--- src/logic/rv_ctrl_pkg.sv ---
package rv_ctrl_pkg;

  // Major opcodes of the RV32 base encoding that the control path tells apart
  localparam logic [6:0] OP_LOAD   = 7'b0000011;
  localparam logic [6:0] OP_STORE  = 7'b0100011;
  localparam logic [6:0] OP_BRANCH = 7'b1100011;
  localparam logic [6:0] OP_JAL    = 7'b1101111;
  localparam logic [6:0] OP_JALR   = 7'b1100111;
  localparam logic [6:0] OP_OP_IMM = 7'b0010011;
  localparam logic [6:0] OP_OP     = 7'b0110011;
  localparam logic [6:0] OP_SYSTEM = 7'b1110011;

  // An OP-format word with this funct7 is a multiply or divide
  localparam logic [6:0] FUNCT7_MULDIV = 7'b0000001;

  // Source of the value written back in WB
  localparam logic [2:0] RES_ALU  = 3'd0;
  localparam logic [2:0] RES_LOAD = 3'd1;
  localparam logic [2:0] RES_CSR  = 3'd2;
  localparam logic [2:0] RES_M    = 3'd3;
  localparam logic [2:0] RES_PC4  = 3'd4;

  // Next-PC choice reported to fetch
  localparam logic [1:0] PC_SEL_SEQ       = 2'd0;
  localparam logic [1:0] PC_SEL_PREDICTED = 2'd1;
  localparam logic [1:0] PC_SEL_REDIRECT  = 2'd2;

  // Forwarding network exists in the datapath
  localparam int FWD         = 1;
  // Register file returns the value being written in the same cycle
  localparam int FWD_REGFILE = 1;

  // Data memory flavour decides when load data can be forwarded
  localparam int MEM_TYPE_BRAM = 0;
  localparam int MEM_TYPE_SRAM = 1;
  localparam int MEM_TYPE      = MEM_TYPE_BRAM;

  // Cycles an M-extension op occupies EX
  localparam int M_CYCLES = 4;

  // One instruction word seen through the R and I layouts
  // Fields at the same bit positions agree between the two views
  typedef union packed {
    struct packed {
      logic [6:0] funct7;
      logic [4:0] rs2;
      logic [4:0] rs1;
      logic [2:0] funct3;
      logic [4:0] rd;
      logic [6:0] opcode;
    } r_fmt;
    struct packed {
      logic [11:0] imm12;
      logic [4:0]  rs1;
      logic [2:0]  funct3;
      logic [4:0]  rd;
      logic [6:0]  opcode;
    } i_fmt;
  } rv_instr_t;

endpackage

--- src/logic/rv_hazard.sv ---
`timescale 1ns/1ps

module rv_hazard import rv_ctrl_pkg::*; (
  // Register usage of the instruction waiting in ID
  input  logic [4:0] rs1_id,
  input  logic [4:0] rs2_id,
  input  logic       rs1_used_id,
  input  logic       rs2_used_id,
  input  logic       jal_id,

  // Instruction in EX
  input  logic [4:0] rd_ex,
  input  logic       reg_write_ex,
  input  logic       is_ld_ex,
  input  logic       is_csr_ex,
  input  logic       is_m_ex,
  input  logic       op_active_ex,
  input  logic       redir_ex,

  // Instructions in MEM and WB
  input  logic [4:0] rd_mem,
  input  logic       reg_write_mem,
  input  logic [2:0] res_src_mem,
  input  logic [4:0] rd_wb,
  input  logic       reg_write_wb,

  // Data memory back-pressure
  input  logic       stall_mem,

  output logic [1:0] pc_sel,
  output logic       data_hazard_id,
  output logic       if_id_flush,
  output logic       id_ex_flush,
  output logic       ex_mem_flush
);

  // True when a writer to rd feeds a source the ID instruction really reads
  // Writes to x0 never create a dependency
  function automatic logic src_hit(input logic [4:0] rd, input logic we,
                                   input logic [4:0] rs, input logic used);
    return used && we && (rd != 5'd0) && (rd == rs);
  endfunction

  logic ex_hazard;
  logic mem_hazard;
  logic wb_hazard;
  logic is_ld_mem;
  logic is_csr_mem;
  logic is_m_mem;
  logic late_ex;
  logic late_mem;
  logic raw_hazard;
  logic pred_taken;

  assign ex_hazard = src_hit(rd_ex, reg_write_ex, rs1_id, rs1_used_id) ||
                     src_hit(rd_ex, reg_write_ex, rs2_id, rs2_used_id);

  assign mem_hazard = src_hit(rd_mem, reg_write_mem, rs1_id, rs1_used_id) ||
                      src_hit(rd_mem, reg_write_mem, rs2_id, rs2_used_id);

  // A register file that forwards its own write port hides the WB stage
  assign wb_hazard = (FWD_REGFILE == 0) &&
                     (src_hit(rd_wb, reg_write_wb, rs1_id, rs1_used_id) ||
                      src_hit(rd_wb, reg_write_wb, rs2_id, rs2_used_id));

  // Result class of the MEM instruction comes from its WB source code
  assign is_ld_mem  = (res_src_mem == RES_LOAD);
  assign is_csr_mem = (res_src_mem == RES_CSR);
  assign is_m_mem   = (res_src_mem == RES_M);

  // CSR and M results are produced only on the way into WB
  // A load in EX has not reached the data memory yet with either memory type
  // BRAM returns load data one cycle after MEM so loads in MEM are late too
  // SRAM load data is already valid in MEM and can be forwarded from there
  assign late_ex  = is_csr_ex || is_m_ex || is_ld_ex;
  assign late_mem = is_csr_mem || is_m_mem ||
                    (is_ld_mem && (MEM_TYPE == MEM_TYPE_BRAM));

  always_comb begin
    if (FWD != 0) begin
      // Plain ALU results reach ID through the forwarding muxes
      raw_hazard = (late_ex && ex_hazard) || (late_mem && mem_hazard) || wb_hazard;
    end else begin
      // Without forwarding every in-flight writer blocks the reader
      raw_hazard = ex_hazard || mem_hazard || wb_hazard;
    end
  end

  // The instruction held in ID is about to be discarded by a redirect
  // so its dependency no longer matters
  assign data_hazard_id = raw_hazard && !redir_ex;

  // JAL target is known in ID. The jump is taken only once the JAL really
  // leaves ID, otherwise the refused fetch word would be lost for nothing
  assign pred_taken = jal_id && !data_hazard_id && !op_active_ex &&
                      !stall_mem && !redir_ex;

  always_comb begin
    pc_sel = PC_SEL_SEQ;
    if (redir_ex) begin
      pc_sel = PC_SEL_REDIRECT;
    end else if (pred_taken) begin
      pc_sel = PC_SEL_PREDICTED;
    end
  end

  // Any change of fetch path kills the word sitting in ID
  assign if_id_flush = redir_ex || pred_taken;

  // Wrong-path bubble into EX
  // While memory stalls the branch itself is still in EX and must stay there
  assign id_ex_flush = redir_ex && !stall_mem;

  // A multi-cycle op keeps EX busy and MEM receives bubbles meanwhile
  assign ex_mem_flush = op_active_ex;

endmodule

--- src/logic/rv_id_stage.sv ---
`timescale 1ns/1ps

module rv_id_stage import rv_ctrl_pkg::*; (
  input  logic       clk,
  input  logic       rst,

  // Fetch side
  input  logic       in_valid,
  input  rv_instr_t  in_instr,
  output logic       in_ready,

  // Toward EX
  input  logic       ex_ready,
  output logic       id_valid,
  output rv_instr_t  id_instr,
  output logic [4:0] id_rd,
  output logic       id_reg_write,
  output logic [2:0] id_res_src,
  output logic       id_is_branch,

  // Hazard unit interface
  input  logic       data_hazard_id,
  input  logic       if_id_flush,
  output logic [4:0] rs1_id,
  output logic [4:0] rs2_id,
  output logic       rs1_used_id,
  output logic       rs2_used_id,
  output logic       jal_id
);

  rv_instr_t  instr_q;
  logic       vld_q;
  logic       armed_q;
  logic       accept;
  logic       advance;
  logic [6:0] opcode;
  logic [2:0] funct3;

  // Opcode, funct3, rd and rs1 are read through the I layout
  // rs2 and funct7 only exist in the R layout
  assign opcode = instr_q.i_fmt.opcode;
  assign funct3 = instr_q.i_fmt.funct3;

  // The instruction moves to EX only once its operands are obtainable
  assign advance = vld_q && !data_hazard_id && ex_ready;

  // armed_q keeps fetch out for the first cycle after reset
  assign in_ready = armed_q && !if_id_flush && (!vld_q || advance);
  assign accept   = in_valid && in_ready;

  assign id_valid     = vld_q && !data_hazard_id;
  assign id_instr     = instr_q;
  assign id_rd        = instr_q.i_fmt.rd;
  assign rs1_id       = instr_q.i_fmt.rs1;
  assign rs2_id       = instr_q.r_fmt.rs2;
  assign jal_id       = vld_q && (opcode == OP_JAL);
  // Both conditional branches and JALR resolve their target in EX
  assign id_is_branch = (opcode == OP_BRANCH) || (opcode == OP_JALR);

  always_comb begin
    rs1_used_id  = 1'b0;
    rs2_used_id  = 1'b0;
    id_reg_write = 1'b0;
    id_res_src   = RES_ALU;

    case (opcode)
      OP_LOAD: begin
        rs1_used_id  = 1'b1;
        id_reg_write = 1'b1;
        id_res_src   = RES_LOAD;
      end
      OP_STORE, OP_BRANCH: begin
        rs1_used_id = 1'b1;
        rs2_used_id = 1'b1;
      end
      OP_JAL: begin
        id_reg_write = 1'b1;
        id_res_src   = RES_PC4;
      end
      OP_JALR: begin
        rs1_used_id  = 1'b1;
        id_reg_write = 1'b1;
        id_res_src   = RES_PC4;
      end
      OP_OP_IMM: begin
        // the rs2 slot holds immediate bits here
        rs1_used_id  = 1'b1;
        id_reg_write = 1'b1;
      end
      OP_OP: begin
        rs1_used_id  = 1'b1;
        rs2_used_id  = 1'b1;
        id_reg_write = 1'b1;
        if (instr_q.r_fmt.funct7 == FUNCT7_MULDIV) begin
          id_res_src = RES_M;
        end
      end
      OP_SYSTEM: begin
        // funct3 zero covers ECALL, EBREAK and MRET which write nothing
        // CSR forms with funct3[2] set carry an immediate in the rs1 slot
        rs1_used_id  = (funct3 != 3'd0) && !funct3[2];
        id_reg_write = (funct3 != 3'd0);
        id_res_src   = RES_CSR;
      end
      default: begin
      end
    endcase

    // A bubble in ID must not look like a reader
    if (!vld_q) begin
      rs1_used_id = 1'b0;
      rs2_used_id = 1'b0;
    end
  end

  always_ff @(posedge clk) begin
    if (rst) begin
      vld_q   <= 1'b0;
      armed_q <= 1'b0;
    end else begin
      armed_q <= 1'b1;
      // A flush empties ID whether its instruction was wrong-path or already gone
      if (if_id_flush) begin
        vld_q <= 1'b0;
      end else if (accept) begin
        vld_q <= 1'b1;
      end else if (advance) begin
        vld_q <= 1'b0;
      end
    end
  end

  always_ff @(posedge clk) begin
    if (accept) begin
      instr_q <= in_instr;
    end
  end

endmodule

--- src/logic/rv_back_pipe.sv ---
`timescale 1ns/1ps

module rv_back_pipe import rv_ctrl_pkg::*; (
  input  logic       clk,
  input  logic       rst,

  // From ID
  input  logic       id_valid,
  input  rv_instr_t  id_instr,
  input  logic [4:0] id_rd,
  input  logic       id_reg_write,
  input  logic [2:0] id_res_src,
  input  logic       id_is_branch,
  output logic       ex_ready,

  // Datapath status
  input  logic       br_taken_ex,
  input  logic       dmem_stall,

  // From the hazard unit
  input  logic       id_ex_flush,
  input  logic       ex_mem_flush,

  // EX state for the hazard unit
  output logic [4:0] rd_ex,
  output logic       reg_write_ex,
  output logic       is_ld_ex,
  output logic       is_csr_ex,
  output logic       is_m_ex,
  output logic       op_active_ex,
  output logic       redir_ex,

  // MEM and WB state for the hazard unit
  output logic [4:0] rd_mem,
  output logic       reg_write_mem,
  output logic [2:0] res_src_mem,
  output logic [4:0] rd_wb,
  output logic       reg_write_wb,

  // Retire port
  output logic       ret_valid,
  output rv_instr_t  ret_instr,
  output logic [4:0] ret_rd,
  output logic       ret_reg_write
);

  // EX stage
  logic                          ex_vld_q;
  rv_instr_t                     ex_instr_q;
  logic [4:0]                    ex_rd_q;
  logic                          ex_rw_q;
  logic [2:0]                    ex_res_q;
  logic                          ex_br_q;
  logic [$clog2(M_CYCLES)-1:0]   m_cnt_q;
  logic                          ex_take;

  // MEM stage
  logic       mem_vld_q;
  rv_instr_t  mem_instr_q;
  logic [4:0] mem_rd_q;
  logic       mem_rw_q;
  logic [2:0] mem_res_q;

  // WB stage
  logic       wb_vld_q;
  rv_instr_t  wb_instr_q;
  logic [4:0] wb_rd_q;
  logic       wb_rw_q;

  // EX is free when no M-op is still computing and memory is not holding MEM
  assign ex_ready = !op_active_ex && !dmem_stall;
  assign ex_take  = ex_ready && id_valid && !id_ex_flush;

  // Counter is loaded as an M-op enters and runs down to zero
  assign op_active_ex = (m_cnt_q != '0);

  always_ff @(posedge clk) begin
    if (rst) begin
      ex_vld_q <= 1'b0;
      m_cnt_q  <= '0;
    end else begin
      if (ex_ready) begin
        ex_vld_q <= ex_take;
      end
      if (ex_take && (id_res_src == RES_M)) begin
        m_cnt_q <= $bits(m_cnt_q)'(M_CYCLES - 1);
      end else if (op_active_ex) begin
        m_cnt_q <= m_cnt_q - 1'b1;
      end
    end
  end

  always_ff @(posedge clk) begin
    if (ex_take) begin
      ex_instr_q <= id_instr;
      ex_rd_q    <= id_rd;
      ex_rw_q    <= id_reg_write;
      ex_res_q   <= id_res_src;
      ex_br_q    <= id_is_branch;
    end
  end

  assign rd_ex        = ex_rd_q;
  assign reg_write_ex = ex_vld_q && ex_rw_q;
  assign is_ld_ex     = ex_vld_q && (ex_res_q == RES_LOAD);
  assign is_csr_ex    = ex_vld_q && (ex_res_q == RES_CSR);
  assign is_m_ex      = ex_vld_q && (ex_res_q == RES_M);

  // Branch outcome is only meaningful while a branch or JALR sits in EX
  assign redir_ex = ex_vld_q && ex_br_q && br_taken_ex;

  // MEM holds under back-pressure
  // It receives a bubble while EX is still working on an M-op
  always_ff @(posedge clk) begin
    if (rst) begin
      mem_vld_q <= 1'b0;
    end else if (!dmem_stall) begin
      mem_vld_q <= ex_vld_q && !ex_mem_flush;
    end
  end

  always_ff @(posedge clk) begin
    if (!dmem_stall) begin
      mem_instr_q <= ex_instr_q;
      mem_rd_q    <= ex_rd_q;
      mem_rw_q    <= ex_rw_q;
      mem_res_q   <= ex_res_q;
    end
  end

  assign rd_mem        = mem_rd_q;
  assign reg_write_mem = mem_vld_q && mem_rw_q;
  assign res_src_mem   = mem_res_q;

  // WB drains every cycle
  // While MEM is held it gets a bubble so nothing retires twice
  always_ff @(posedge clk) begin
    if (rst) begin
      wb_vld_q <= 1'b0;
    end else begin
      wb_vld_q <= mem_vld_q && !dmem_stall;
    end
  end

  always_ff @(posedge clk) begin
    if (!dmem_stall) begin
      wb_instr_q <= mem_instr_q;
      wb_rd_q    <= mem_rd_q;
      wb_rw_q    <= mem_rw_q;
    end
  end

  assign rd_wb        = wb_rd_q;
  assign reg_write_wb = wb_vld_q && wb_rw_q;

  // the WB register doubles as the retire port
  assign ret_valid     = wb_vld_q;
  assign ret_instr     = wb_instr_q;
  assign ret_rd        = wb_rd_q;
  assign ret_reg_write = wb_vld_q && wb_rw_q;

endmodule

--- src/logic/rv_pipe_ctrl.sv ---
`timescale 1ns/1ps

module rv_pipe_ctrl import rv_ctrl_pkg::*; (
  input  logic       clk,
  input  logic       rst,

  // Instruction stream from fetch
  input  logic       in_valid,
  input  rv_instr_t  in_instr,
  output logic       in_ready,

  // Datapath status
  input  logic       br_taken_ex,
  input  logic       dmem_stall,

  // Fetch control
  output logic [1:0] pc_sel,
  output logic       if_id_flush,

  // Retirement
  output logic       ret_valid,
  output rv_instr_t  ret_instr,
  output logic [4:0] ret_rd,
  output logic       ret_reg_write
);

  // ID to EX handoff
  logic       id_valid;
  rv_instr_t  id_instr;
  logic [4:0] id_rd;
  logic       id_reg_write;
  logic [2:0] id_res_src;
  logic       id_is_branch;
  logic       ex_ready;

  // ID register usage
  logic [4:0] rs1_id;
  logic [4:0] rs2_id;
  logic       rs1_used_id;
  logic       rs2_used_id;
  logic       jal_id;

  // Back pipeline state seen by the hazard unit
  logic [4:0] rd_ex;
  logic       reg_write_ex;
  logic       is_ld_ex;
  logic       is_csr_ex;
  logic       is_m_ex;
  logic       op_active_ex;
  logic       redir_ex;
  logic [4:0] rd_mem;
  logic       reg_write_mem;
  logic [2:0] res_src_mem;
  logic [4:0] rd_wb;
  logic       reg_write_wb;

  // Hazard decisions
  logic       data_hazard_id;
  logic       id_ex_flush;
  logic       ex_mem_flush;

  rv_id_stage id_stage_i (
    .clk            (clk),
    .rst            (rst),
    .in_valid       (in_valid),
    .in_instr       (in_instr),
    .in_ready       (in_ready),
    .ex_ready       (ex_ready),
    .id_valid       (id_valid),
    .id_instr       (id_instr),
    .id_rd          (id_rd),
    .id_reg_write   (id_reg_write),
    .id_res_src     (id_res_src),
    .id_is_branch   (id_is_branch),
    .data_hazard_id (data_hazard_id),
    .if_id_flush    (if_id_flush),
    .rs1_id         (rs1_id),
    .rs2_id         (rs2_id),
    .rs1_used_id    (rs1_used_id),
    .rs2_used_id    (rs2_used_id),
    .jal_id         (jal_id)
  );

  // Memory back-pressure is the only stall source for the hazard unit
  rv_hazard hazard_i (
    .rs1_id         (rs1_id),
    .rs2_id         (rs2_id),
    .rs1_used_id    (rs1_used_id),
    .rs2_used_id    (rs2_used_id),
    .jal_id         (jal_id),
    .rd_ex          (rd_ex),
    .reg_write_ex   (reg_write_ex),
    .is_ld_ex       (is_ld_ex),
    .is_csr_ex      (is_csr_ex),
    .is_m_ex        (is_m_ex),
    .op_active_ex   (op_active_ex),
    .redir_ex       (redir_ex),
    .rd_mem         (rd_mem),
    .reg_write_mem  (reg_write_mem),
    .res_src_mem    (res_src_mem),
    .rd_wb          (rd_wb),
    .reg_write_wb   (reg_write_wb),
    .stall_mem      (dmem_stall),
    .pc_sel         (pc_sel),
    .data_hazard_id (data_hazard_id),
    .if_id_flush    (if_id_flush),
    .id_ex_flush    (id_ex_flush),
    .ex_mem_flush   (ex_mem_flush)
  );

  rv_back_pipe back_pipe_i (
    .clk           (clk),
    .rst           (rst),
    .id_valid      (id_valid),
    .id_instr      (id_instr),
    .id_rd         (id_rd),
    .id_reg_write  (id_reg_write),
    .id_res_src    (id_res_src),
    .id_is_branch  (id_is_branch),
    .ex_ready      (ex_ready),
    .br_taken_ex   (br_taken_ex),
    .dmem_stall    (dmem_stall),
    .id_ex_flush   (id_ex_flush),
    .ex_mem_flush  (ex_mem_flush),
    .rd_ex         (rd_ex),
    .reg_write_ex  (reg_write_ex),
    .is_ld_ex      (is_ld_ex),
    .is_csr_ex     (is_csr_ex),
    .is_m_ex       (is_m_ex),
    .op_active_ex  (op_active_ex),
    .redir_ex      (redir_ex),
    .rd_mem        (rd_mem),
    .reg_write_mem (reg_write_mem),
    .res_src_mem   (res_src_mem),
    .rd_wb         (rd_wb),
    .reg_write_wb  (reg_write_wb),
    .ret_valid     (ret_valid),
    .ret_instr     (ret_instr),
    .ret_rd        (ret_rd),
    .ret_reg_write (ret_reg_write)
  );

endmodule

--- config.mk ---
export PLATFORM = sky130hd
export DESIGN_NAME = rv_pipe_ctrl
export DESIGN_NICKNAME = d
export VERILOG_FILES = /design/src/logic/rv_ctrl_pkg.sv /design/src/logic/rv_hazard.sv /design/src/logic/rv_id_stage.sv /design/src/logic/rv_back_pipe.sv /design/src/logic/rv_pipe_ctrl.sv
export SDC_FILE = /design/constraint.sdc
export NUM_CORES = 1
export LEC_CHECK = 0
export ABC_AREA = 1
export BUFFER_PORTS_ARGS = -buffer_cell sky130_fd_sc_hd__clkbuf_2
export CAP_MARGIN = 30
export CORE_MARGIN = 4
export CORE_UTILIZATION = 30
export DETAILED_ROUTE_END_ITERATION = 7
export GPL_TIMING_DRIVEN = 1
export HOLD_SLACK_MARGIN = 0.06
export PLACE_DENSITY_LB_ADDON = 0.15
export SLEW_MARGIN = 20
export SYNTH_ARGS = -nofsm -noshare
export SYNTH_HDL_FRONTEND = slang
export SYNTH_HIERARCHICAL = 1
export SYNTH_SLANG_ARGS = --single-unit
--- constraint.sdc ---
create_clock -name clk -period 5.3 [get_ports clk]
set_input_delay 0.265 -clock clk [delete_from_list [all_inputs] [get_ports clk]]
set_output_delay 0.265 -clock clk [all_outputs]
set_load 0.1 [all_outputs]
# Yosys cells after proc, flatten, opt, wreduce, memory -nomap -nowiden
# Cells that the tools add are included.
# totals
input_bits,37
ff_bits,160
out_inout_bits,43
word_cells,123
# op_classes
n_mux,14
reduce_logical,69
n_eq_ne,20
add_sub_neg,1
# ops
cell,n
logical AND 1 bit,40
"equality test 7 bit, second input constant",4
equality test 5 bit,4
"equality test 3 x 2 -> 1 bit, second input constant",5
"equality test 7 x 6 -> 1 bit, second input constant",2
case mux 3 bit (4 select lines),1
logical OR 1 bit,10
nonzero test 5 bit,2
zero test 1 bit,8
two-way mux 2 bit,4
"equality test 7 x 1 -> 1 bit, second input constant",1
"equality test 7 x 2 -> 1 bit, second input constant",1
"equality test 7 x 5 -> 1 bit, second input constant",1
two-way mux 1 bit,7
"equality test 3 x 1 -> 1 bit, second input constant",2
nonzero test 2 bit,3
OR reduction 6 bit,1
OR reduction 5 bit,1
case mux 1 bit (2 select lines),2
OR reduction 2 bit,2
nonzero test 3 bit,1
OR reduction 3 bit,1
"subtractor 2 x 1 -> 2 bit, second input constant",1

# Longest topological paths before layout
# logic_depth
word_depth,22
ltp_mapped,21
mapped_depth_nobuf,21

# Hierarchy
# Netlist, hierarchy kept.
# by_module_without_submodules
module,seq_area_each_um2,instances,area_per_inst_um2,cells_each
rv_back_pipe,3733.6,1,3968.8,172
rv_id_stage,1001.0,1,1382.6,111
rv_hazard,0.0,1,519.2,127

# Least setup slack after synthesis
# OpenSTA, ideal clock, no wires.
# synth_timing
kind,flip-flop to flip-flop
startpoint,"register id_stage_i.instr_q, in the netlist id_stage_i/id_instr[2]"
endpoint,"register id_stage_i.instr_q, in the netlist id_stage_i/id_instr[0] (enable)"
n_path_buf,0
setup_slack_ps,-248
synth_period_minus_slack_ps,5548
stages_incl_launch_ff,16
setup_time_ps,501
required_time_ps,4799
arrival_ps,5047
path_cell_list,edfxtp_1 > nor2_1 > nand3_1 > inv_1 > nand2_1 > a21oi_1 > nand2_1 > inv_1 > nand2_1 > nor2_1 > nand3_1 > nand2_1 > nand2_2 > nand2_1 > o21ai_2 > nor4_1
# synth_between
elab_chain_cells,21
elab_cells_between_ends,46
cone_classes,eq/ne (8); mux (4); reduce/logical (34)
# synth_lines
item,line,text
"start, declared",rv_id_stage.sv:31,rv_instr_t instr_q;
"start signal, assigned",rv_id_stage.sv:135,instr_q <= in_instr;
equality test 7 x 6 -> 1 bit / equality test 7 bit (equally long branches),rv_id_stage.sv:66,case (opcode)
OR reduction 3 bit (no line) (*),n/a,
two-way mux 1 bit (*),rv_id_stage.sv:66,
two-way mux 1 bit (*),rv_id_stage.sv:110,if (!vld_q) begin
net rs2_used_id,rv_pipe_ctrl.sv:40,logic rs2_used_id;
logical AND 1 bit (3 in series),rv_hazard.sv:41,return used && we && (rd != 5'd0) && (rd == rs);
logical OR 1 bit (on tied branches),"rv_hazard.sv:55, rv_hazard.sv:58",
logical AND 1 bit,rv_hazard.sv:82,raw_hazard = (late_ex && ex_hazard) || (late_mem && mem_hazard) || wb_hazard;
(+3 left out),n/a,
logical AND 1 bit (*) (3 in series),rv_hazard.sv:95,assign pred_taken = jal_id && !data_hazard_id && !op_active_ex &&
logical AND 1 bit (*),rv_hazard.sv:96,!stall_mem && !redir_ex;
logical OR 1 bit (*),rv_hazard.sv:108,assign if_id_flush = redir_ex || pred_taken;
net if_id_flush,rv_pipe_ctrl.sv:18,"output logic if_id_flush,"
zero test 1 bit (*),rv_id_stage.sv:48,assign in_ready = armed_q && !if_id_flush && (!vld_q || advance);
logical AND 1 bit (*) (2 in series),rv_id_stage.sv:48,
logical AND 1 bit (*),rv_id_stage.sv:49,assign accept = in_valid && in_ready;
net id_stage_i.accept,rv_id_stage.sv:34,logic accept;
# Mark *: on every way through the listed nets, which the timed path passes. The rest lies on a longest branch.
# A chain may end at the register's enable or synchronous reset.

# Worst setup path in the final report
# layout_timing
startpoint,"register id_stage_i.instr_q, in the netlist id_stage_i/id_instr[2]"
endpoint,output port in_ready
# layout_between
elab_chain_cells,20
elab_cells_between_ends,45
cone_classes,eq/ne (8); mux (4); reduce/logical (33)
# layout_lines
item,line,text
equality test 7 x 2 -> 1 bit (tied with other cells),rv_id_stage.sv:66,
OR reduction 6 bit (no line),n/a,
case mux 1 bit (2 select lines) (*),rv_id_stage.sv:66,
two-way mux 1 bit (*),rv_id_stage.sv:110,
net rs1_used_id,rv_pipe_ctrl.sv:39,logic rs1_used_id;
logical AND 1 bit (3 in series),rv_hazard.sv:41,
logical OR 1 bit (on tied branches),"rv_hazard.sv:55, rv_hazard.sv:58",
logical AND 1 bit,rv_hazard.sv:82,
(+2 left out),n/a,
net data_hazard_id,rv_pipe_ctrl.sv:58,logic data_hazard_id;
zero test 1 bit (*),"rv_hazard.sv:95, rv_id_stage.sv:45",
logical AND 1 bit (3 in series),rv_hazard.sv:95,
logical AND 1 bit,rv_hazard.sv:96,
logical OR 1 bit,rv_hazard.sv:108,
zero test 1 bit,rv_id_stage.sv:48,
logical AND 1 bit,rv_id_stage.sv:48,
logical AND 1 bit (*),rv_id_stage.sv:48,
"end, declared",rv_pipe_ctrl.sv:10,"output logic in_ready,"
# Marked as above.

==> reports/results.ini <==
[yosys]
netlist_area_sq_um=5870
synth_cell_types=24
postSynthAreaPerCell_sq_um=14.3
synth.ff_latch_count=160
syn_inst=410
synth-seq-area-share_pct=80.6
yosysWarnings=6
synthesis.nets=448

[sta]
rsz0062_at_grt=false
relSlewSlack_pct=43.0
worst_pin_slew_ns=0.855
setup_viol=0
hold_viol=0
slew_viol_final=0
holdWs_ns=0.0922
fin_ws_ns=1.99
period_minus_slack_ns=3.31
fin_setup_tns_ns=0
fin_crit_sh_pct=62.5
final.setup_skew_ns=0.00911
fmax_ghz=0.302

[grt]
grt_pass1_wl_mm=16.6
grtUsageTotal_pct=10.0
grt_overflow_total=0
grt_max_degree=52
grt_pass1_vias=3305
antenna_found_initial=0

[setup_path]
cpMaxStageDelayCell=edfxtp_1
worstSetupStartpoint=id_stage_i/id_instr[2]$_DFFE_PP_
r2r-start=id_stage_i/id_instr[2]$_DFFE_PP_
end_kind=output port
cp-start-kind=flip-flop
crit_top_cell=nand2_1
cp-endpoint=in_ready
reg2reg_to=id_stage_i/id_instr[31]$_DFFE_PP_
path_cells=inv_1, nand2_1, nor2_2, nand2_1, nand3_1, nor2_1, nor2_1, nand2_1, inv_1, nand2_1, nor2_1, nand3_1, nand2_1, nand2_2, a21oi_2, inv_1, a21oi_1, nor3_1, clkbuf_2
critical_path_class=reg2out
critPathArrivalTime_ns=3.05
cp_slowest_stage_delay_ns=0.45
critPathMaxFanout=5
required_ns=5.04
rrSetupSlack_ns=2.02
reg2regPathDepth=18

[cts]
tritoncts=built
cts_resized=0
clk_pin_slew_ns=0.06
hold_buffers=32
clk_latency_ns=0.42
cts.sinks=160
cts_made_buffers=17
root_buffer=clkbuf_16
h-tree-depth=4
cts.path.max_buffers=2
cts_setup_buffers=0

[final_layout]
layout.nets=558
n_fill_cell=1802
final_core_util_pct=38.8
area_delta_synth_final_pct=25.2
drive_gt1_share_pct=24.4
n_antenna_cell=0

[route]
drc=0
wl_mm=10.4
vias=3189
first_iter_violations=185
viasPerCell=4.02
drt-wirelength-per-cell_um=13.1
ant_nets=0
drt_pass1_iterations=4

[floorplan]
die_h_um=148
start_util_pct=31.0
die_w_um=148
num_io_pins=80
coreArea_sq_um=19000
die-area_sq_um=21900
rows=50

[hold_path]
worst_hold_startpoint=rst
min_path_type=in2reg

[placement]
dp_slack_ns=1.94
dpl.hpwl_mm=7.22
gp_congestion=0.910
io_buffers=79

[power]
ir_drop_v=0.000201
leakagePower_uw=0.00295
powerDensity_nw_per_um2=397

[run]
maxCapViolCount=0

[status]
status=completed

-- metal layers --
| metal | global-route usage (%) | wire, um | vias up |
|---|---|---|---|
| met1 | 11.4 | 4410 | 1498 |
| met4 | 4.80 | 195 | 0 |
| met2 | 16.7 | 5190 | 81 |
| met3 | 3.68 | 594 | 14 |
| li1 | - | - | 1596 |
| met5 | 0 | 0 | - |
-- cells by family after synthesis --
| family | share of synthesized area (%) |
|---|---|
| buffers and inverters | 6.39 |
| flip-flops | 80.6 |
| AND/OR/NAND/NOR | 11.0 |
| AO/OA/AOI/OAI | 1.58 |
| adder cells (fa/ha/maj) | 0.213 |
| XOR/XNOR | 0.149 |
-- Yosys cell counts --
cell type | n | area, sq um
nor2_1 | 38 | 143
a21oi_1 | 6 | 30.0
o31ai_1 | 1 | 7.51
nor2_2 | 3 | 18.8
xor2_1 | 1 | 8.76
a21oi_2 | 1 | 8.76
nand3_2 | 1 | 10.0
ha_1 | 1 | 12.5
nand2_1 | 89 | 334
o21ai_2 | 1 | 8.76
nand3_1 | 8 | 40.0
o21ai_0 | 6 | 30.0
nand4_1 | 5 | 31.3
nand2_2 | 3 | 18.8
nor2_4 | 1 | 11.3
inv_1 | 50 | 188
nor3_1 | 3 | 15.0
nor4_1 | 3 | 18.8
buf_4 | 23 | 173
o21bai_1 | 1 | 7.51
inv_2 | 4 | 15.0
edfxtp_1 | 153 | 4590
and3_1 | 1 | 6.26
dfxtp_1 | 7 | 140
-- per-stage QoR --
stage	total power, uW	cells	cell area (sq um)
final	2920	793	7350
after global routing	3050	793	7350
after CTS	2960	792	7330
after detailed placement	1790	728	6450
after global placement	1790	728	6450
after floorplan	1740	410	5880
-- final cells by class --
class | instances | area [sq um] | share of cell area [%]
Clock buffer | 17 | 425 | 5.79
Clock inverter | 15 | 136 | 1.86
Timing Repair Buffer | 114 | 751 | 10.2
Sequential cell | 160 | 4730 | 64.4
Tap cell | 260 | 325 | 4.42
Inverter | 54 | 204 | 2.77
Multi-Input combinational cell | 173 | 776 | 10.6
-- flip-flops by register name, summed over array words and instances (netlist names) --
| name | count |
|---|---|
| back_pipe_i/mem_rw_q | 1 |
| back_pipe_i/rd_ex | 5 |
| id_stage_i/vld_q | 1 |
| back_pipe_i/mem_vld_q | 1 |
| back_pipe_i/ex_rw_q | 1 |
| id_stage_i/id_instr | 32 |
| back_pipe_i/ret_instr | 32 |
| back_pipe_i/ret_valid | 1 |
| back_pipe_i/ex_vld_q | 1 |
| back_pipe_i/rd_wb | 5 |
| id_stage_i/armed_q | 1 |
| back_pipe_i/res_src_mem | 3 |
| back_pipe_i/mem_instr_q | 32 |
| back_pipe_i/ex_res_q | 3 |
| back_pipe_i/ex_br_q | 1 |
| back_pipe_i/wb_rw_q | 1 |
| back_pipe_i/ex_instr_q | 32 |
| back_pipe_i/m_cnt_q | 2 |
| back_pipe_i/rd_mem | 5 |
-- cell usage in the layout (no fill, tap or decap), types with 2 or more instances in the layout --
cell and n:
inv_1 48, nand4_1 5, clkinv_2 4, inv_8 2, clkbuf_2 79, edfxtp_1 153, nor4_1 2, a21oi_1 6
nor2_1 38, nor3_1 3, nor2_2 3, clkinv_4 3, clkinvlp_4 4, dfxtp_1 7, clkbuf_16 17, inv_2 5
nand2_2 3, buf_4 2, nand3_1 8, dlygate4sd3_1 32, nand2_1 89, o21ai_0 6
-- power by group --
part           internal, uW  total (uW)  switching [uW]
logic                  66.4         281             215
clock network           650        1140             491
registers              1470        1500            30.7
total                  2190        2920             737
-- worst min-delay path by stage --
stage	to	slack (ns)	cells after the start
after floorplan	id_stage_i/armed_q$_DFF_P_	0.32	1
after global placement	back_pipe_i/ret_instr[23]$_DFFE_PN_	0.40	0
after detailed placement	back_pipe_i/mem_instr_q[20]$_DFFE_PN_	0.40	0
after CTS	id_stage_i/armed_q$_DFF_P_	0.08	2
after global routing	id_stage_i/armed_q$_DFF_P_	0.08	2
final	id_stage_i/armed_q$_DFF_P_	0.09	2
-- worst max-delay path, delay by kind of cell (launching register included) --
family,cells,cell delay [ns]
buffers and inverters,4,0.59
AO/OA/AOI/OAI,2,0.46
AND/OR/NAND/NOR,13,1.13
flip-flops,1,0.45
Note: power is estimated with default switching activity, not from simulation.
